<file path="src/verilog/fetch_pkg.sv">
/*
 * Shared types for the RV32I fetch front end. Every fetch module and the
 * testbench import this package for widths, bus and redirect structs.
 */
`default_nettype none

package fetch_pkg;

    typedef logic [31:0] word_t;   // Instruction or data word
    typedef logic [31:0] addr_t;   // Byte address

    // One slot of the fetch-to-execute pipeline register
    typedef struct packed {
        logic  valid;              // Slot holds a real instruction
        word_t instr;              // Forced to zero when the fetch raised an exception
        addr_t pc;                 // Address the word came from
        addr_t pc4;                // Fall-through address
        logic  mal_insn;           // PC not word aligned
        logic  fault_insn;         // Bus answered with ERR
        addr_t badaddr;            // Faulting address for the trap handler
        logic  prediction;         // BTB steered the PC after this one
        addr_t predicted_address;  // Where the BTB steered it
    } fetch_ex_t;

    // Wishbone classic, master to slave
    typedef struct packed {
        logic       cyc;
        logic       stb;
        logic       we;            // Fetch only reads
        logic [3:0] sel;
        addr_t      adr;
        word_t      dat_w;
    } wb_req_t;

    // Wishbone classic, slave to master
    typedef struct packed {
        logic  ack;
        logic  err;
        word_t dat_r;
    } wb_rsp_t;

    // Trap vector or execute-stage branch redirect
    typedef struct packed {
        logic  valid;
        addr_t target;
    } redirect_t;

    // Resolved branch written back into the BTB
    typedef struct packed {
        logic  valid;
        addr_t pc;                 // Branch instruction address
        addr_t target;             // Resolved target
        logic  taken;              // 0 clears the prediction for this slot
    } btb_upd_t;

    // Fetch control states
    typedef enum logic [1:0] {
        IDLE,                      // No bus cycle outstanding
        REQ,                       // Cycle outstanding, or finished word parked under stall
        DRAIN                      // Cycle outstanding whose word gets thrown away
    } fetch_state_e;

endpackage

`default_nettype wire

</file>
<file path="src/verilog/branch_target_buffer.sv">
/*
 * Direct-mapped branch target buffer. Lookup on the fetch PC is
 * combinational; resolved branches from execute write on the edge.
 */
`timescale 1ns/1ps
`default_nettype none

module branch_target_buffer #(
    parameter int BTB_ENTRIES = 16   // Power of two
) (
    input  logic                CLK,
    input  logic                nRST,
    input  fetch_pkg::addr_t    lookup_pc,
    input  fetch_pkg::btb_upd_t update,
    output logic                hit_taken,
    output fetch_pkg::addr_t    target
);
    import fetch_pkg::*;

    localparam int IDX_W = $clog2(BTB_ENTRIES);
    localparam int TAG_W = 32 - IDX_W - 2;   // Word offset bits are not stored

    typedef logic [IDX_W-1:0] idx_t;
    typedef logic [TAG_W-1:0] tag_t;

    logic [BTB_ENTRIES-1:0] valid_q;         // Only the valid bits see reset
    tag_t                   tag_mem    [BTB_ENTRIES];
    addr_t                  target_mem [BTB_ENTRIES];
    logic                   taken_mem  [BTB_ENTRIES];

    idx_t rd_idx;
    tag_t rd_tag;
    idx_t wr_idx;
    tag_t wr_tag;

    // Lookup side
    assign rd_idx = lookup_pc[IDX_W+1:2];
    assign rd_tag = lookup_pc[31:IDX_W+2];

    // Update side
    assign wr_idx = update.pc[IDX_W+1:2];
    assign wr_tag = update.pc[31:IDX_W+2];

    // Predict taken only on a real tag match with taken set
    assign hit_taken = valid_q[rd_idx] & (tag_mem[rd_idx] == rd_tag) & taken_mem[rd_idx];
    assign target    = target_mem[rd_idx];

    always_ff @(posedge CLK, negedge nRST) begin
        if (!nRST) begin
            valid_q <= '0;
        end else if (update.valid) begin
            valid_q[wr_idx] <= 1'b1;
        end
    end

    // Not-taken update overwrites the slot and so drops the prediction
    always_ff @(posedge CLK) begin
        if (update.valid) begin
            tag_mem[wr_idx]    <= wr_tag;
            target_mem[wr_idx] <= update.target;
            taken_mem[wr_idx]  <= update.taken;
        end
    end

endmodule

`default_nettype wire

</file>
<file path="src/verilog/fetch_ex_latch.sv">
/*
 * Fetch-to-execute register. Puts the bus word into core byte order,
 * squashes exceptions to a zero instruction, and holds or flushes the slot.
 */
`timescale 1ns/1ps
`default_nettype none

module fetch_ex_latch #(
    parameter bit BUS_LITTLE = 1'b1
) (
    input  logic                 CLK,
    input  logic                 nRST,
    input  logic                 load,
    input  logic                 flush,
    input  fetch_pkg::word_t     rdata,
    input  logic                 fault,
    input  logic                 mal,
    input  fetch_pkg::addr_t     pc,
    input  fetch_pkg::addr_t     pc4,
    input  fetch_pkg::addr_t     pred_target,
    input  logic                 pred_taken,
    output fetch_pkg::fetch_ex_t entry
);
    import fetch_pkg::*;

    word_t instr_ord;   // Word in core byte order
    logic  bus_fault;   // Bus error that belongs to this slot

    assign instr_ord = BUS_LITTLE ? {rdata[7:0], rdata[15:8], rdata[23:16], rdata[31:24]}
                                  : rdata;

    // A misaligned slot never went to the bus, so any error flag is left over
    assign bus_fault = fault & ~mal;

    always_ff @(posedge CLK, negedge nRST) begin
        if (!nRST) begin
            entry <= '0;
        end else if (flush) begin
            entry.valid <= 1'b0;                  // Wins over a stall
        end else if (load) begin
            entry.valid             <= 1'b1;      // Exceptions still travel to execute
            entry.instr             <= (mal || bus_fault) ? '0 : instr_ord;
            entry.pc                <= pc;
            entry.pc4               <= pc4;
            entry.mal_insn          <= mal;
            entry.fault_insn        <= bus_fault;
            entry.badaddr           <= pc;
            entry.prediction        <= pred_taken;   // Same edge the PC took it
            entry.predicted_address <= pred_target;
        end
    end

endmodule

`default_nettype wire

</file>
<file path="src/verilog/fetch_hazard_ctrl.sv">
/*
 * Fetch control FSM. Starts bus cycles, parks a finished word while the
 * pipeline stalls, discards fetches overtaken by a redirect, and decides
 * on which edges the PC and the fetch-to-execute register move.
 */
`timescale 1ns/1ps
`default_nettype none

module fetch_hazard_ctrl (
    input  logic CLK,
    input  logic nRST,
    input  logic trap_valid,
    input  logic redirect_valid,
    input  logic stall,
    input  logic pc_misaligned,
    input  logic bus_done,
    input  logic bus_err,
    output logic pc_en,
    output logic bus_start,
    output logic latch_load,
    output logic latch_flush
);
    import fetch_pkg::*;

    fetch_state_e state;
    fetch_state_e next_state;
    logic         redir;      // Trap or branch redirect sampled this edge
    logic         finished;   // Bus cycle complete, or word still parked
    logic         consume;    // Something goes into the latch on this edge

    assign redir    = trap_valid | redirect_valid;
    assign finished = bus_done | bus_err;   // ERR ends a cycle the same as ACK

    // A misaligned PC never reaches the bus, its exception slot is loaded from IDLE
    assign consume = ~stall & ~redir &
                     (((state == IDLE) & pc_misaligned) |
                      ((state == REQ) & finished));

    // Only one cycle outstanding, and never with an address about to change
    assign bus_start = (state == IDLE) & ~pc_misaligned & ~redir;

    assign pc_en      = consume;   // PC moves exactly when a slot is filled
    assign latch_load = consume;

    // Redirect flushes even under stall
    // An unstalled edge with nothing new inserts a bubble
    assign latch_flush = redir | (~stall & ~consume);

    always_comb begin
        next_state = state;
        unique case (state)
            IDLE: begin
                if (bus_start) begin
                    next_state = REQ;
                end
            end
            REQ: begin
                if (redir) begin
                    // Word already back is simply dropped, otherwise wait it out
                    next_state = finished ? IDLE : DRAIN;
                end else if (consume) begin
                    next_state = IDLE;   // Master needs an idle cycle before next CYC
                end
            end
            DRAIN: begin
                if (finished) begin
                    next_state = IDLE;   // Stale data never reaches the latch
                end
            end
            default: next_state = IDLE;
        endcase
    end

    always_ff @(posedge CLK, negedge nRST) begin
        if (!nRST) begin
            state <= IDLE;
        end else begin
            state <= next_state;
        end
    end

endmodule

`default_nettype wire

</file>
<file path="src/verilog/fetch_pc_gen.sv">
/*
 * Program counter with the next-PC priority mux.
 * Trap beats redirect beats BTB prediction beats PC+4.
 */
`timescale 1ns/1ps
`default_nettype none

module fetch_pc_gen #(
    parameter fetch_pkg::addr_t RESET_PC = 32'h8000_0000
) (
    input  logic                 CLK,
    input  logic                 nRST,
    input  logic                 pc_en,
    input  fetch_pkg::redirect_t trap,
    input  fetch_pkg::redirect_t redirect,
    input  logic                 predict_taken,
    input  fetch_pkg::addr_t     predict_target,
    output fetch_pkg::addr_t     pc,
    output fetch_pkg::addr_t     pc4,
    output logic                 pc_misaligned
);
    import fetch_pkg::*;

    addr_t npc;        // Candidate for the next PC
    logic  force_load; // Redirects ignore pc_en

    assign pc4 = pc + 32'd4;

    // Fixed priority, highest first
    always_comb begin
        if (trap.valid) begin
            npc = trap.target;           // Exception or interrupt vector
        end else if (redirect.valid) begin
            npc = redirect.target;       // Mispredicted branch or jump from execute
        end else if (predict_taken) begin
            npc = predict_target;        // BTB hit on current PC
        end else begin
            npc = pc4;
        end
    end

    assign force_load = trap.valid | redirect.valid;

    always_ff @(posedge CLK, negedge nRST) begin
        if (!nRST) begin
            pc <= RESET_PC;
        end else if (force_load || pc_en) begin
            pc <= npc;
        end
    end

    // No compressed instructions, so the low two bits must be zero
    assign pc_misaligned = |pc[1:0];

endmodule

`default_nettype wire

</file>
<file path="src/verilog/fetch_unit_top.sv">
/*
 * Fetch front end top level. Wires the control FSM, PC generator, BTB,
 * Wishbone master and fetch-to-execute register together.
 */
`timescale 1ns/1ps
`default_nettype none

module fetch_unit_top #(
    parameter fetch_pkg::addr_t RESET_PC    = 32'h8000_0000,
    parameter int               BTB_ENTRIES = 16,
    parameter bit               BUS_LITTLE  = 1'b1
) (
    input  logic                 CLK,
    input  logic                 nRST,
    output fetch_pkg::wb_req_t   wb_req,
    input  fetch_pkg::wb_rsp_t   wb_rsp,
    input  fetch_pkg::redirect_t trap,
    input  fetch_pkg::redirect_t redirect,
    input  fetch_pkg::btb_upd_t  btb_update,
    input  logic                 stall,
    output fetch_pkg::fetch_ex_t fetch_ex
);
    import fetch_pkg::*;

    logic  pc_en;
    logic  bus_start;
    logic  latch_load;
    logic  latch_flush;
    logic  pc_misaligned;
    logic  bus_done;
    logic  bus_err;
    logic  predict_taken;
    addr_t pc;
    addr_t pc4;
    addr_t predict_target;
    word_t rdata;            // Bus byte order

    fetch_hazard_ctrl u_fetch_hazard_ctrl (
        .CLK            (CLK),
        .nRST           (nRST),
        .trap_valid     (trap.valid),
        .redirect_valid (redirect.valid),
        .stall          (stall),
        .pc_misaligned  (pc_misaligned),
        .bus_done       (bus_done),
        .bus_err        (bus_err),
        .pc_en          (pc_en),
        .bus_start      (bus_start),
        .latch_load     (latch_load),
        .latch_flush    (latch_flush)
    );

    fetch_pc_gen #(
        .RESET_PC (RESET_PC)
    ) u_fetch_pc_gen (
        .CLK            (CLK),
        .nRST           (nRST),
        .pc_en          (pc_en),
        .trap           (trap),
        .redirect       (redirect),
        .predict_taken  (predict_taken),
        .predict_target (predict_target),
        .pc             (pc),
        .pc4            (pc4),
        .pc_misaligned  (pc_misaligned)
    );

    branch_target_buffer #(
        .BTB_ENTRIES (BTB_ENTRIES)
    ) u_branch_target_buffer (
        .CLK       (CLK),
        .nRST      (nRST),
        .lookup_pc (pc),
        .update    (btb_update),
        .hit_taken (predict_taken),
        .target    (predict_target)
    );

    fetch_wb_master u_fetch_wb_master (
        .CLK    (CLK),
        .nRST   (nRST),
        .start  (bus_start),
        .addr   (pc),
        .wb_req (wb_req),
        .wb_rsp (wb_rsp),
        .rdata  (rdata),
        .done   (bus_done),
        .err    (bus_err)
    );

    fetch_ex_latch #(
        .BUS_LITTLE (BUS_LITTLE)
    ) u_fetch_ex_latch (
        .CLK         (CLK),
        .nRST        (nRST),
        .load        (latch_load),
        .flush       (latch_flush),
        .rdata       (rdata),
        .fault       (bus_err),
        .mal         (pc_misaligned),
        .pc          (pc),
        .pc4         (pc4),
        .pred_target (predict_target),
        .pred_taken  (predict_taken),
        .entry       (fetch_ex)
    );

endmodule

`default_nettype wire

</file>
<file path="src/verilog/fetch_wb_master.sv">
/*
 * Wishbone classic read master for instruction fetch. One read at a time;
 * the finished word and its error stay parked until the next start.
 */
`timescale 1ns/1ps
`default_nettype none

module fetch_wb_master (
    input  logic               CLK,
    input  logic               nRST,
    input  logic               start,
    input  fetch_pkg::addr_t   addr,
    output fetch_pkg::wb_req_t wb_req,
    input  fetch_pkg::wb_rsp_t wb_rsp,
    output fetch_pkg::word_t   rdata,
    output logic               done,
    output logic               err
);
    import fetch_pkg::*;

    logic  busy;      // CYC and STB high
    logic  held;      // Completed word waiting in rdata_q
    logic  finish;    // ACK or ERR seen on this edge
    logic  launch;    // New cycle begins on this edge
    addr_t adr_q;
    word_t rdata_q;
    logic  err_q;

    assign finish = busy & (wb_rsp.ack | wb_rsp.err);
    assign launch = start & ~busy;   // Start while busy is not accepted

    always_ff @(posedge CLK, negedge nRST) begin
        if (!nRST) begin
            busy <= 1'b0;
            held <= 1'b0;
        end else if (finish) begin
            busy <= 1'b0;            // CYC low for at least one cycle after a transfer
            held <= 1'b1;
        end else if (launch) begin
            busy <= 1'b1;
            held <= 1'b0;            // Old word is no longer wanted
        end
    end

    // Address stays put for the whole cycle
    always_ff @(posedge CLK) begin
        if (launch) begin
            adr_q <= addr;
        end
        if (finish) begin
            rdata_q <= wb_rsp.dat_r;
            err_q   <= wb_rsp.err;
        end
    end

    always_comb begin
        wb_req.cyc   = busy;
        wb_req.stb   = busy;
        wb_req.we    = 1'b0;         // Read only
        wb_req.sel   = 4'hf;         // Always a full word
        wb_req.adr   = adr_q;
        wb_req.dat_w = '0;
    end

    // Pass the response straight through on the finishing edge, else the parked copy
    assign rdata = busy ? wb_rsp.dat_r : rdata_q;
    assign done  = busy ? wb_rsp.ack : (held & ~err_q);
    assign err   = busy ? wb_rsp.err : (held & err_q);

endmodule

`default_nettype wire
</file>
<file path="config.mk">
export PLATFORM = sky130hd
export DESIGN_NAME = fetch_unit_top
export DESIGN_NICKNAME = d
export VERILOG_FILES = /design/src/verilog/fetch_pkg.sv /design/src/verilog/branch_target_buffer.sv /design/src/verilog/fetch_ex_latch.sv /design/src/verilog/fetch_hazard_ctrl.sv /design/src/verilog/fetch_pc_gen.sv /design/src/verilog/fetch_unit_top.sv /design/src/verilog/fetch_wb_master.sv
export SDC_FILE = /design/constraint.sdc
export NUM_CORES = 1
export LEC_CHECK = 0
export BUFFER_PORTS_ARGS = -buffer_cell sky130_fd_sc_hd__buf_2
export CORE_ASPECT_RATIO = 1.2
export CORE_MARGIN = 2
export CORE_UTILIZATION = 60
export DETAILED_ROUTE_END_ITERATION = 7
export GPL_TIMING_DRIVEN = 0
export PLACE_DENSITY = 0.8
export SYNTH_ARGS = -nofsm -noshare
export SYNTH_HDL_FRONTEND = slang
export SYNTH_HIERARCHICAL = 1
export SYNTH_SLANG_ARGS = --single-unit
</file>
<file path="constraint.sdc">
create_clock -name CLK -period 5.17 [get_ports CLK]
set_input_delay 0.2585 -clock CLK [delete_from_list [all_inputs] [get_ports CLK]]
set_output_delay 0.2585 -clock CLK [all_outputs]
set_load 0.01 [all_outputs]
</file>
======== Word-level counts from Yosys, hierarchy flattened ========
Memory sizes are Yosys's and may differ from the RTL's.
Index checks and enable logic that the tools add are counted.
word-level totals
  register bits ........................... 249
  bits in writable memories ............... 944
  input port bits ......................... 169
  output and inout port bits .............. 235
  logic and storage cells ................. 90
  memories ................................ 3
memories
  memory                             depth  width  read ports  clocked after memory_dff  write ports  line                        RTL
  u_branch_target_buffer.target_mem  16     32     1           0                         1            branch_target_buffer.sv:28  addr_t target_mem [BTB_ENTRIES];
  u_branch_target_buffer.tag_mem     16     26     1           0                         1            branch_target_buffer.sv:27  tag_t tag_mem [BTB_ENTRIES];
  u_branch_target_buffer.taken_mem   16     1      1           0                         1            branch_target_buffer.sv:29  logic taken_mem [BTB_ENTRIES];
cells by class
  add/subtract/negate cells ............... 1
  magnitude comparators ................... 3
  equality and inequality tests ........... 6
  mux-type cells .......................... 25
  bitwise logic cells ..................... 27
  reductions and logical operators ........ 9
operator list
  operator                                                            number
  2-to-1 mux 164 bit                                                  1
  2-to-1 mux 32 bit                                                   5
  adder 32 x 3 -> 32 bit (second input constant)                      1
  == test 26 bit                                                      1
  bitwise OR 16 bit                                                   1
  bitwise AND 1 bit                                                   14
  2-to-1 mux 1 bit                                                    11
  less-than comparator 4 x 5 -> 1 bit (second input constant)         2
  2-to-1 mux 2 bit                                                    5
  NOT 1 bit                                                           7
  one-hot mux 2 bit (3 select lines)                                  1
  bitwise OR 1 bit                                                    5
  binary-select mux 1 bit (select 4 bit)                              1
  demux 1 bit (select 4 bit)                                          1
  greater-or-equal comparator 4 x 1 -> 1 bit (second input constant)  1
  inequality test 2 x 1 -> 1 bit (second input constant)              2
  nonzero test 2 bit                                                  2
  inequality test 3 x 1 -> 1 bit (second input constant)              1
  AND reduction 3 bit                                                 1
  == test 2 x 1 -> 1 bit (second input constant)                      1
  == test 2 bit (second input constant)                               1
  zero test 2 bit                                                     1
  logical OR 1 bit                                                    2
  AND reduction 2 bit                                                 1
  other kinds (2)                                                     2

======== Longest topological paths before layout ========
Gate-level depths: netlist (run 1).
  word-level depth ........................ 12
  gate-level depth with buffers ........... 17
  gate-level depth less buffers ........... 12

======== Hierarchy ========
The synthesis (run 1) kept the hierarchy.
by module, submodules not included
  module                times used  cells each  area an instance (µm²)  sequential area each (µm²)
  branch_target_buffer  1           1566        36927.9                 28747.6
  fetch_ex_latch        1           319         5159.9                  3303.2
  fetch_pc_gen          1           359         2825.2                  802.0
  fetch_wb_master       1           156         2790.2                  2001.9
  fetch_hazard_ctrl     1           17          148.9                   50.0

======== Least setup slack after synthesis (run 1) ========
No wires, ideal clock.
  kind .................................... input to register
  from .................................... input btb_update[37] (netlist name)
  to ...................................... register u_branch_target_buffer.valid_q[0]
  setup time .............................. 90 ps
  data arrival time ....................... 5296 ps
  slack ................................... -216 ps
  stages on the path ...................... 3
  path buffers ............................ 0
  cell sequence ........................... or3b_2 -> nor3_1 -> or2_2
between the ends
  cells in the longest elaborated chain, start to end .. 5
RTL lines
  what                                                                                                                            line                        RTL
  start, declared                                                                                                                 fetch_unit_top.sv:19        input fetch_pkg::btb_upd_t btb_update,
  less-than comparator 4 x 5 -> 1 bit (implied by the code) / greater-or-equal comparator 4 x 1 -> 1 bit (equally long branches)  branch_target_buffer.sv:52  valid_q[wr_idx] <= 1'b1;
  logical AND 1 bit (implied by the code)                                                                                         branch_target_buffer.sv:52
  2-to-1 mux 1 bit (implied by the code)                                                                                          branch_target_buffer.sv:52
  demux 1 bit (select 4 bit) *                                                                                                    -
  bitwise OR 16 bit (no source line) *                                                                                            -
  end signal, assigned                                                                                                            branch_target_buffer.sv:50  valid_q <= '0;
  end signal, assigned by index                                                                                                   branch_target_buffer.sv:52
  end, declared                                                                                                                   branch_target_buffer.sv:26  logic [BTB_ENTRIES-1:0] valid_q;
Mark *: on every way between the ends. The rest lies on a longest branch, timed or not.
A chain may end at the register's enable or synchronous reset.

======== Final worst setup path (run 1) ========
  from .................................... register u_fetch_pc_gen.pc[3]
  to ...................................... register u_fetch_pc_gen.pc[6]
between the ends
  cells in the longest elaborated chain, start to end .. 7
RTL lines
  what                                                                                        line                        RTL
  start, declared                                                                             fetch_pc_gen.sv:18          output fetch_pkg::addr_t pc,
  start signal, assigned                                                                      fetch_pc_gen.sv:48          pc <= npc;
  memory read (16 x 26 bit) / binary-select mux 1 bit (select 4 bit) (equally long branches)  -
  == test 26 bit / 2-to-1 mux 1 bit (equally long branches)                                   branch_target_buffer.sv:45  assign hit_taken = valid_q[rd_idx] & (tag_mem[rd_idx] == rd_tag) & taken_mem[rd_idx];
  bitwise AND 1 bit                                                                           branch_target_buffer.sv:45
  bitwise AND 1 bit *                                                                         branch_target_buffer.sv:45
  net predict_taken                                                                           fetch_unit_top.sv:32        logic predict_taken;
  2-to-1 mux 32 bit *                                                                         fetch_pc_gen.sv:35          end else if (predict_taken) begin
  2-to-1 mux 32 bit *                                                                         fetch_pc_gen.sv:33          end else if (redirect.valid) begin
  2-to-1 mux 32 bit *                                                                         fetch_pc_gen.sv:31          if (trap.valid) begin
Mark *: on every way through the listed nets, which the timed path passes. The rest lies on a longest branch. The select of a mux whose other input is x is not followed.

==> impl_results.rst, run 1 <==
.. list-table::
   :header-rows: 1

   * - Metric
     - Value
   * - Total wirelength of the detailed-routed design
     - 152,500 um
   * - Share of power burned in combinational logic
     - 15.4%
   * - Number of DRC violations after detailed routing
     - 0
   * - H-tree depth
     - 3
   * - Number of standard cells in the layout, taps in and fillers out
     - 4,256
   * - WS Path Type
     - reg -> reg
   * - I/O Pins
     - 404
   * - Biggest area consumer among synthesized cells
     - edfxtp_1
   * - Vias in the first global route
     - 29,010
   * - Top area cells in the synthesized netlist
     - edfxtp_1 63%, mux4_2 12%, dfrtp_1 9.6%
   * - Post-synth cell types
     - 78
   * - Insertion delay to the later sink of the worst-skew pair
     - 0.72 ns
   * - Core area
     - 0.07903 mm2
   * - Slew @ Worst Pin
     - 1.207 ns
   * - Count of mapped cells out of synthesis
     - 2,417
   * - CTS clk-pin slew, worst paths
     - 0.07 ns
   * - Status
     - finished clean
   * - Via count
     - 28,700
   * - Detailed-placement wirelength estimate
     - 100,500 um
   * - Startpoint of the most critical register-to-register path
     - u_fetch_pc_gen/pc[3]$_DFFE_PN0P_
   * - Commonest cells in the synthesized netlist
     - 1,009 x edfxtp_1, 250 x mux4_2, 183 x dfrtp_1
   * - Final core utilization
     - 72.75%
   * - GRT Overall Usage
     - 37.69%
   * - Synth async-reset ratio
     - 15.42%
   * - Post-synthesis area per instance
     - 19.80 um2
   * - Worst endpoint required time
     - 5.75 ns
   * - Buffer cell driving the clock tree root
     - clkbuf_16
   * - Starting Density
     - 60.55%
   * - Number of port buffers
     - 364
   * - CTS tree
     - done
   * - Sequential cell area fraction in the yosys report
     - 72.94%
   * - Core Rows
     - 113
   * - Clock tree buffer depth
     - 3
   * - Post-route minimum period
     - 5.146 ns
   * - Share of the clock period used by the worst path after layout
     - 99.53%
   * - Initial drt markers
     - 4,190
   * - Number of detailed-route iterations in the first pass
     - 6
   * - Global-route wire length before repair
     - 213,000 um
   * - DR top layer
     - met5
   * - Crit. End Element
     - register
   * - Max-slew violations
     - 0
   * - Maximum fanout encountered on the critical timing path
     - 10
   * - Mapped cell area
     - 0.04785 mm2
   * - Met2 Wirelength
     - 75,280 um
   * - Fin. Hold Viols
     - 0
   * - Critical hold path startpoint
     - trap[22]
   * - Number of setup violations in the final report
     - 0
   * - Kind of path behind the tightest hold check
     - in -> reg
   * - Met1 layer wirelength in the final routing
     - 50,440 um
   * - Most instantiated library cell after synthesis
     - edfxtp_1
   * - Reported leakage power
     - 20.80 nW
   * - Antenna violations before repair
     - 17
   * - Number of cells after detailed placement
     - 3,919
   * - Max Cap Viol
     - 0
   * - Total length of routed met3 wires
     - 16,820 um
   * - Max Fclk
     - 0.1943 GHz
   * - Setup clock skew after layout
     - 0.02994 ns
   * - Final worst hold slack
     - 0.04648 ns
   * - ANT nets after route
     - 0
   * - Vias per inst
     - 6.744
   * - Setup WS pre-CTS
     - -1.305 ns
   * - Fraction of power consumed by sequential logic
     - 49.5%
   * - Post-route setup TNS
     - 0 ns
   * - Worst relative slew slack
     - 18.92%
   * - Number of nets in the layout
     - 3,289
   * - Internal power summed over all cells
     - 17.14 mW
   * - Largest net degree at the start of global routing
     - 117
   * - Power per cell area
     - 403.2 mW/mm2
   * - Largest voltage drop on the vdd net
     - 0.2490 mV
   * - Net Sw Frac
     - 26.06%
   * - Total grt overflow
     - 0
   * - Synthesized flop and latch total
     - 1,193
   * - Ys Warns
     - 6
   * - Proportion of netlist area held by the largest area contributor
     - 63.32%
   * - Number of enable-type register cells in the synthesized netlist
     - 1,009
   * - Net switching power figure
     - 6.040 mW
   * - Die outline area
     - 0.08204 mm2
   * - Drt wl/cell
     - 35.82 um
   * - Worst setup path startpoint
     - u_fetch_pc_gen/pc[3]$_DFFE_PN0P_
   * - Post-synth top flop
     - edfxtp_1
   * - Worst setup SP type
     - register
   * - Minimum setup slack in the final design
     - 0.02414 ns
   * - Unrepaired setup endpoints after global routing
     - yes
   * - Area added between synthesis and finish
     - 20.15%
   * - RD Place Congestion
     - 0.9655
   * - Number of clock buffers inserted by TritonCTS
     - 107
   * - Share of post-route cells with drive strength above 1
     - 37.71%
   * - CTS Sinks
     - 1,193
   * - Die height
     - 313.4 um
   * - Arrival @ worst endpoint
     - 5.73 ns
   * - Die span in x
     - 261.8 um
   * - Clk network pwr share
     - 35.0%
-- logic make-up (layout without fill, tap and decap cells) --
kind of cell               Yosys count  count (layout)  share of synthesized area, %
DFF                               1193            1193                         72.94
and+or+nand+nor                    267             267                         2.965
xor gates and xnor gates            57              57                         1.043
buffers and inverters              218             977                         2.829
adders and majority gates            1               1                       0.02614
other                                2              47                       0.01569
AOI/OAI and AO/OA                  243             243                         3.661
muxes                              436             436                         16.52
-- layout by cell type, fill, tap and decap left out, types with 9 or more instances in the layout --
| cell type | instances |
|---|---|
| mux2_2 | 108 |
| nor2_1 | 38 |
| nand3_1 | 26 |
| nor3_1 | 14 |
| dlygate4sd3_1 | 126 |
| mux4_2 | 250 |
| or2_2 | 20 |
| mux2_4 | 26 |
| bufinv_16 | 12 |
| nand4_1 | 11 |
| diode_2 | 10 |
| a21oi_1 | 44 |
| nand2b_1 | 20 |
| dfrtp_1 | 180 |
| nor2b_1 | 9 |
| mux4_1 | 9 |
| buf_4 | 93 |
| xnor2_1 | 39 |
| clkinv_1 | 25 |
| clkinv_2 | 17 |
| conb_1 | 37 |
| nor2_4 | 12 |
| a31o_2 | 9 |
| buf_16 | 15 |
| a221oi_1 | 14 |
| clkbuf_16 | 108 |
| a22oi_1 | 12 |
| mux2i_1 | 41 |
| o31ai_1 | 9 |
| buf_6 | 42 |
| inv_1 | 20 |
| clkbuf_1 | 47 |
| edfxtp_1 | 1009 |
| a22o_1 | 35 |
| nand2_1 | 64 |
| buf_12 | 30 |
| o21ai_0 | 34 |
| xor2_1 | 18 |
| buf_2 | 394 |
| o22ai_1 | 18 |
-- registers in the layout, indices dropped and copies added, names as in the netlist --
name,count
u_branch_target_buffer/tag_mem,416
u_branch_target_buffer/taken_mem,16
u_branch_target_buffer/target_mem,512
u_branch_target_buffer/valid_q,16
u_fetch_ex_latch/entry,132
u_fetch_hazard_ctrl/state,2
u_fetch_pc_gen/pc,32
u_fetch_wb_master/adr_q,32
u_fetch_wb_master/busy,1
u_fetch_wb_master/err_q,1
u_fetch_wb_master/held,1
u_fetch_wb_master/rdata_q,32
-- final timing paths --
kind                       slack, ns                                            end  cells after the start
min in group asynchronous       0.13         u_fetch_ex_latch/entry[44]$_DFFE_PN0P_                      2
min                             0.05              u_fetch_pc_gen/pc[22]$_DFFE_PN0P_                      4
max reg2reg                     0.02               u_fetch_pc_gen/pc[6]$_DFFE_PN0P_                     16
min reg2reg                     0.49  u_branch_target_buffer/valid_q[0]$_DFFE_PN0P_                      1
max in group asynchronous       4.05         u_fetch_ex_latch/entry[27]$_DFFE_PN0P_                      3
max                             0.02               u_fetch_pc_gen/pc[6]$_DFFE_PN0P_                     16
-- layout make-up --
class                      count  area (um2)
sequential                  1193       34910
fill                        4475       21540
multi-input combinational   1041       11910
timing repair buffer         561        4387
clock buffer                 133        2856
buffer                       193        1314
tap                         1035        1295
clock inverter                68       716.9
inverter                      22       82.58
antenna                       10       25.02
-- power by group through the flow --
stage	sequential, mW	clock (mW)	combinational [mW]
final	11.5	8.12	3.58
after global routing	11.5	8.52	3.73
after CTS	11.5	8.15	3.51
after detailed placement	11.7	0	3.36
after global placement	11.6	0	3.25
after floorplan	11.6	0	1.76
-- routing by layer --
metal / GRT usage, % / vias up
met3: 7.966 / 483
met4: 21.16 / 16
li1: - / 11170
met1: 47.32 / 14630
met5: 0 / -
met2: 61.58 / 2400
-- critical path, stage by stage (launching register included) --
cell and delay (ns):
dfrtp_2 0.50, buf_6 0.25, buf_4 0.29, buf_4 0.32, buf_2 0.35, clkbuf_4 0.40
o221ai_1 0.24, o32ai_2 0.38, nand4_1 0.25, nor4b_4 0.33, buf_4 0.20, nor2b_1 0.15
clkbuf_2 0.24, clkbuf_2 0.31, a22oi_1 0.26, o311a_1 0.24, o31ai_2 0.27
-- repair_timing --
item / in CTS / in global routing
hold buffers: 126 / 0
pin swaps: 1 / 0
resized for setup: 23 / 20
endpoints found under the hold margin: 1096 / 0
cloned: 0 / 0
buffers inserted: 3 / 0
setup endpoints to repair: 32 / 21
-- stage by stage --
stage / instance area (um2) / total power [mW]
floorplan: 47990 / 13.39
global placement: 51110 / 14.88
detailed placement: 52510 / 15.02
CTS: 57420 / 23.12
global route: 57490 / 23.76
finish: 57500 / 23.18
No activity file was read; power rests on OpenSTA's default activity.
==> inputs of run 2 (changes only) <==
--- a/config.mk
+++ b/config.mk
@@ -8,10 +8,10 @@
 export BUFFER_PORTS_ARGS = -buffer_cell sky130_fd_sc_hd__buf_2
 export CORE_ASPECT_RATIO = 1.2
 export CORE_MARGIN = 2
-export CORE_UTILIZATION = 60
+export CORE_UTILIZATION = 48
 export DETAILED_ROUTE_END_ITERATION = 7
 export GPL_TIMING_DRIVEN = 0
-export PLACE_DENSITY = 0.8
+export PLACE_DENSITY = 0.66
 export SYNTH_ARGS = -nofsm -noshare
 export SYNTH_HDL_FRONTEND = slang
 export SYNTH_HIERARCHICAL = 1
==> run 2 against run 1 <==
- register-to-register slack hardly changed
- power decreased by 0.95%
- core utilization fell by 14 points
- critical path depth rose by 1
- setup slack got worse by 0.0074 ns
- sequential power about the same
- flip-flop and latch count is the same
- non-clock buffer count rose by 4
- critical endpoint is now u_fetch_pc_gen/pc[25]$_DFFE_PN0P_
==> impl_results.rst, run 2 (synthesis results as in run 1) <==
.. list-table::
   :header-rows: 1

   * - Metric
     - Value
   * - Total grt overflow
     - 0 (unchanged)
   * - ANT nets after route
     - 0 (unchanged)
   * - Number of port buffers
     - 364 (unchanged)
   * - Max FFs per register
     - 512 (unchanged)
   * - Number of nets in the layout
     - 3,294 (+0.15%)
   * - Worst relative slew slack
     - 25.20% (+6.3 points)
   * - Detailed-placement wirelength estimate
     - 102,400 um (+1.9%)
   * - Crit. End Element
     - register
   * - Core Rows
     - 126 (+12%)
   * - Total non-filler cell area in the finished layout
     - 0.05785 mm2 (+0.62%)
   * - Slew @ Worst Pin
     - 1.122 ns (-0.08485 ns)
   * - Number of DRC violations after detailed routing
     - 0 (unchanged)
   * - Die height
     - 349.9 um (+12%)
   * - Met1 layer wirelength in the final routing
     - 53,600 um (+6.3%)
   * - Starting Density
     - 48.57% (-12 points)
   * - Antenna violations before repair
     - 13 (-4)
   * - Number of clock buffers inserted by TritonCTS
     - 108 (+0.93%)
   * - Maximum fanout encountered on the critical timing path
     - 10 (unchanged)
   * - Status
     - finished clean
   * - Fin. Hold Viols
     - 0 (unchanged)
   * - DR top layer
     - met5
   * - Largest voltage drop on the vdd net
     - 0.2507 mV (+0.70%)
   * - Fill cell count
     - 7,109 (+59%)
   * - Insertion delay to the later sink of the worst-skew pair
     - 0.69 ns (-0.03 ns)
   * - Share of post-route cells with drive strength above 1
     - 37.88% (+0.17 points)
   * - CTS clk-pin slew, worst paths
     - 0.07 ns (about the same)
   * - Number of setup violations in the final report
     - 0 (unchanged)
   * - Final core utilization
     - 58.71% (-14 points)
   * - Largest net degree at the start of global routing
     - 118 (+0.85%)
   * - Max Cap Viol
     - 0 (unchanged)
   * - Top Registers
     - u_branch_target_buffer/target_mem: 512 flops, u_branch_target_buffer/tag_mem: 416 flops, u_fetch_ex_latch/entry: 132 flops
   * - Core area
     - 0.09853 mm2 (+25%)
   * - Die span in x
     - 292.2 um (+12%)
   * - Kind of path behind the tightest hold check
     - in -> reg
   * - Post-placement cell area
     - 0.05285 mm2 (+0.66%)
   * - Area added between synthesis and finish
     - 20.90%
   * - Drt wl/cell
     - 32.08 um (-10%)
   * - Setup clock skew after layout
     - 0.02661 ns (-0.003339 ns)
   * - Commonest cells after routing, fill and taps aside
     - 1,009 x edfxtp_1, 391 x buf_2, 250 x mux4_2, 179 x dfrtp_1, 127 x dlygate4sd3_1
   * - I/O Pins
     - 404 (unchanged)
   * - Share of the clock period used by the worst path after layout
     - 99.68% (+0.14 points)
   * - Number of detailed-route iterations in the first pass
     - 6 (unchanged)
   * - Buffer cell driving the clock tree root
     - clkbuf_16
   * - WS Path Type
     - reg -> reg
   * - Total wirelength of the detailed-routed design
     - 144,300 um (-5.3%)
   * - Vias per inst
     - 6.092 (-9.7%)
   * - RD Place Congestion
     - 0.9429 (-2.3%)
   * - Post-route minimum period
     - 5.153 ns (+0.007433 ns)
   * - Max Fclk
     - 0.1941 GHz (-0.14%)
   * - Vias in the first global route
     - 27,930 (-3.7%)
   * - H-tree depth
     - 3 (unchanged)
   * - Via count
     - 27,400 (-4.5%)
   * - Unrepaired setup endpoints after global routing
     - no
   * - Die outline area
     - 0.1022 mm2 (+25%)
   * - Met2 Wirelength
     - 72,990 um (-3.0%)
   * - GRT Overall Usage
     - 28.22% (-9.5 points)
   * - Register bank with the most flops
     - u_branch_target_buffer/target_mem
   * - Global-route wire length before repair
     - 203,700 um (-4.4%)
   * - Initial drt markers
     - 3,271 (-22%)
   * - Total length of routed met3 wires
     - 11,810 um (-30%)
   * - Worst setup SP type
     - register
   * - Max-slew violations
     - 0 (unchanged)
   * - Reported leakage power
     - 20.83 nW (+0.16%)
   * - Clock tree buffer depth
     - 3 (unchanged)
   * - CTS tree
     - done
   * - Most common cell after layout, fill and taps aside
     - edfxtp_1
   * - Power per cell area
     - 396.9 mW/mm2 (-1.6%)
   * - Worst endpoint required time
     - 5.78 ns (+0.03 ns)
   * - CTS Sinks
     - 1,193 (unchanged)
   * - Arrival @ worst endpoint
     - 5.76 ns (+0.03 ns)
[run 2: changes by cell type in the layout (fill, tap and decap cells not counted), sizes merged]
| cell | previous run | this run |
|---|---|---|
| buf | 585 | 584 |
| bufinv | 12 | 11 |
| clkbuf | 174 | 183 |
| clkdlybuf4s15 | 2 | 1 |
| clkinv | 48 | 42 |
| clkinvlp | 3 | 6 |
| diode | 10 | 3 |
| dlygate4sd3 | 126 | 127 |
[run 2: path summary, 6_finish.rpt]
kind | startpoint | to | slack (ns) | depth (start not counted)
setup / recovery | u_fetch_pc_gen/pc[2]$_DFFE_PN0P_ | u_fetch_pc_gen/pc[25]$_DFFE_PN0P_ | 0.02 | 17
hold / removal | redirect[11] | u_fetch_pc_gen/pc[11]$_DFFE_PN0P_ | 0.04 | 3
setup reg to reg | u_fetch_pc_gen/pc[2]$_DFFE_PN0P_ | u_fetch_pc_gen/pc[25]$_DFFE_PN0P_ | 0.02 | 17
hold reg to reg | u_branch_target_buffer/valid_q[4]$_DFFE_PN0P_ | u_branch_target_buffer/valid_q[4]$_DFFE_PN0P_ | 0.47 | 1
max in group asynchronous | nRST | u_fetch_ex_latch/entry[55]$_DFFE_PN0P_ | 3.92 | 3
min in group asynchronous | nRST | u_fetch_ex_latch/entry[13]$_DFFE_PN0P_ | 0.15 | 2
[run 2: per-stage QoR]
step / setup slack [ns] / TNS [ns] / instances / power (mW) / hold WS [ns]
after floorplan: 0.08498 / 0 / 2452 / 13.39 / -0.03709
after global placement: -6.006 / -2657.19 / 4096 / 14.95 / 0.4490
after detailed placement: -1.911 / -45.57 / 4166 / 15.05 / 0.2711
after CTS: 0.004286 / 0 / 4495 / 23.05 / 0.01039
after global routing: 0.01354 / 0 / 4498 / 23.66 / 0.03004
final: 0.01670 / 0 / 4498 / 22.96 / 0.03816
[run 2: per-layer routing]
layer	vias to the layer above	global-route usage (%)
li1	11180	-
met1	14390	35.88
met3	277	5.011
met4	12	11.11
met2	1546	48.44
met5	-	0
[run 2: final cells by class]
class / instances / area [um2] / share of cell area [%]
multi-input cells: 1041 / 11930 / 20.62
well taps: 1280 / 1602 / 2.768
clock inverters: 64 / 621.8 / 1.075
inverters: 22 / 82.58 / 0.1427
repair buffers: 563 / 4431 / 7.658
clock buffers: 137 / 2903 / 5.018
diodes: 3 / 7.507 / 0.01298
flip-flops and latches: 1193 / 34910 / 60.35
plain buffers: 195 / 1368 / 2.364
[run 2: power by group]
group	internal (mW)	switching, mW
Combinational	1.60	1.91
Sequential	11.0	0.478
Clock	4.52	3.44
[run 2: timing repair]
action | in CTS | in global routing
resized for setup | 36 | 28
hold endpoints to repair | 1093 | 0
endpoints found under the setup margin | 33 | 17
hold buffers | 127 | 0
setup buffers | 2 | 0
pin swaps | 1 | 2
[run 2: critical path, stage by stage, from the launching register on]
cell	delay, ns
dfrtp_4	0.55
buf_6	0.24
buf_12	0.18
buf_6	0.24
mux4_2	0.56
xnor2_2	0.27
o221ai_1	0.22
o32ai_2	0.43
nand4_1	0.28
nor4b_4	0.33
buf_4	0.21
buf_4	0.18
nor2b_1	0.13
clkbuf_4	0.25
a22oi_1	0.17
o211ai_1	0.42
o21ai_0	0.15
a21bo_2	0.22
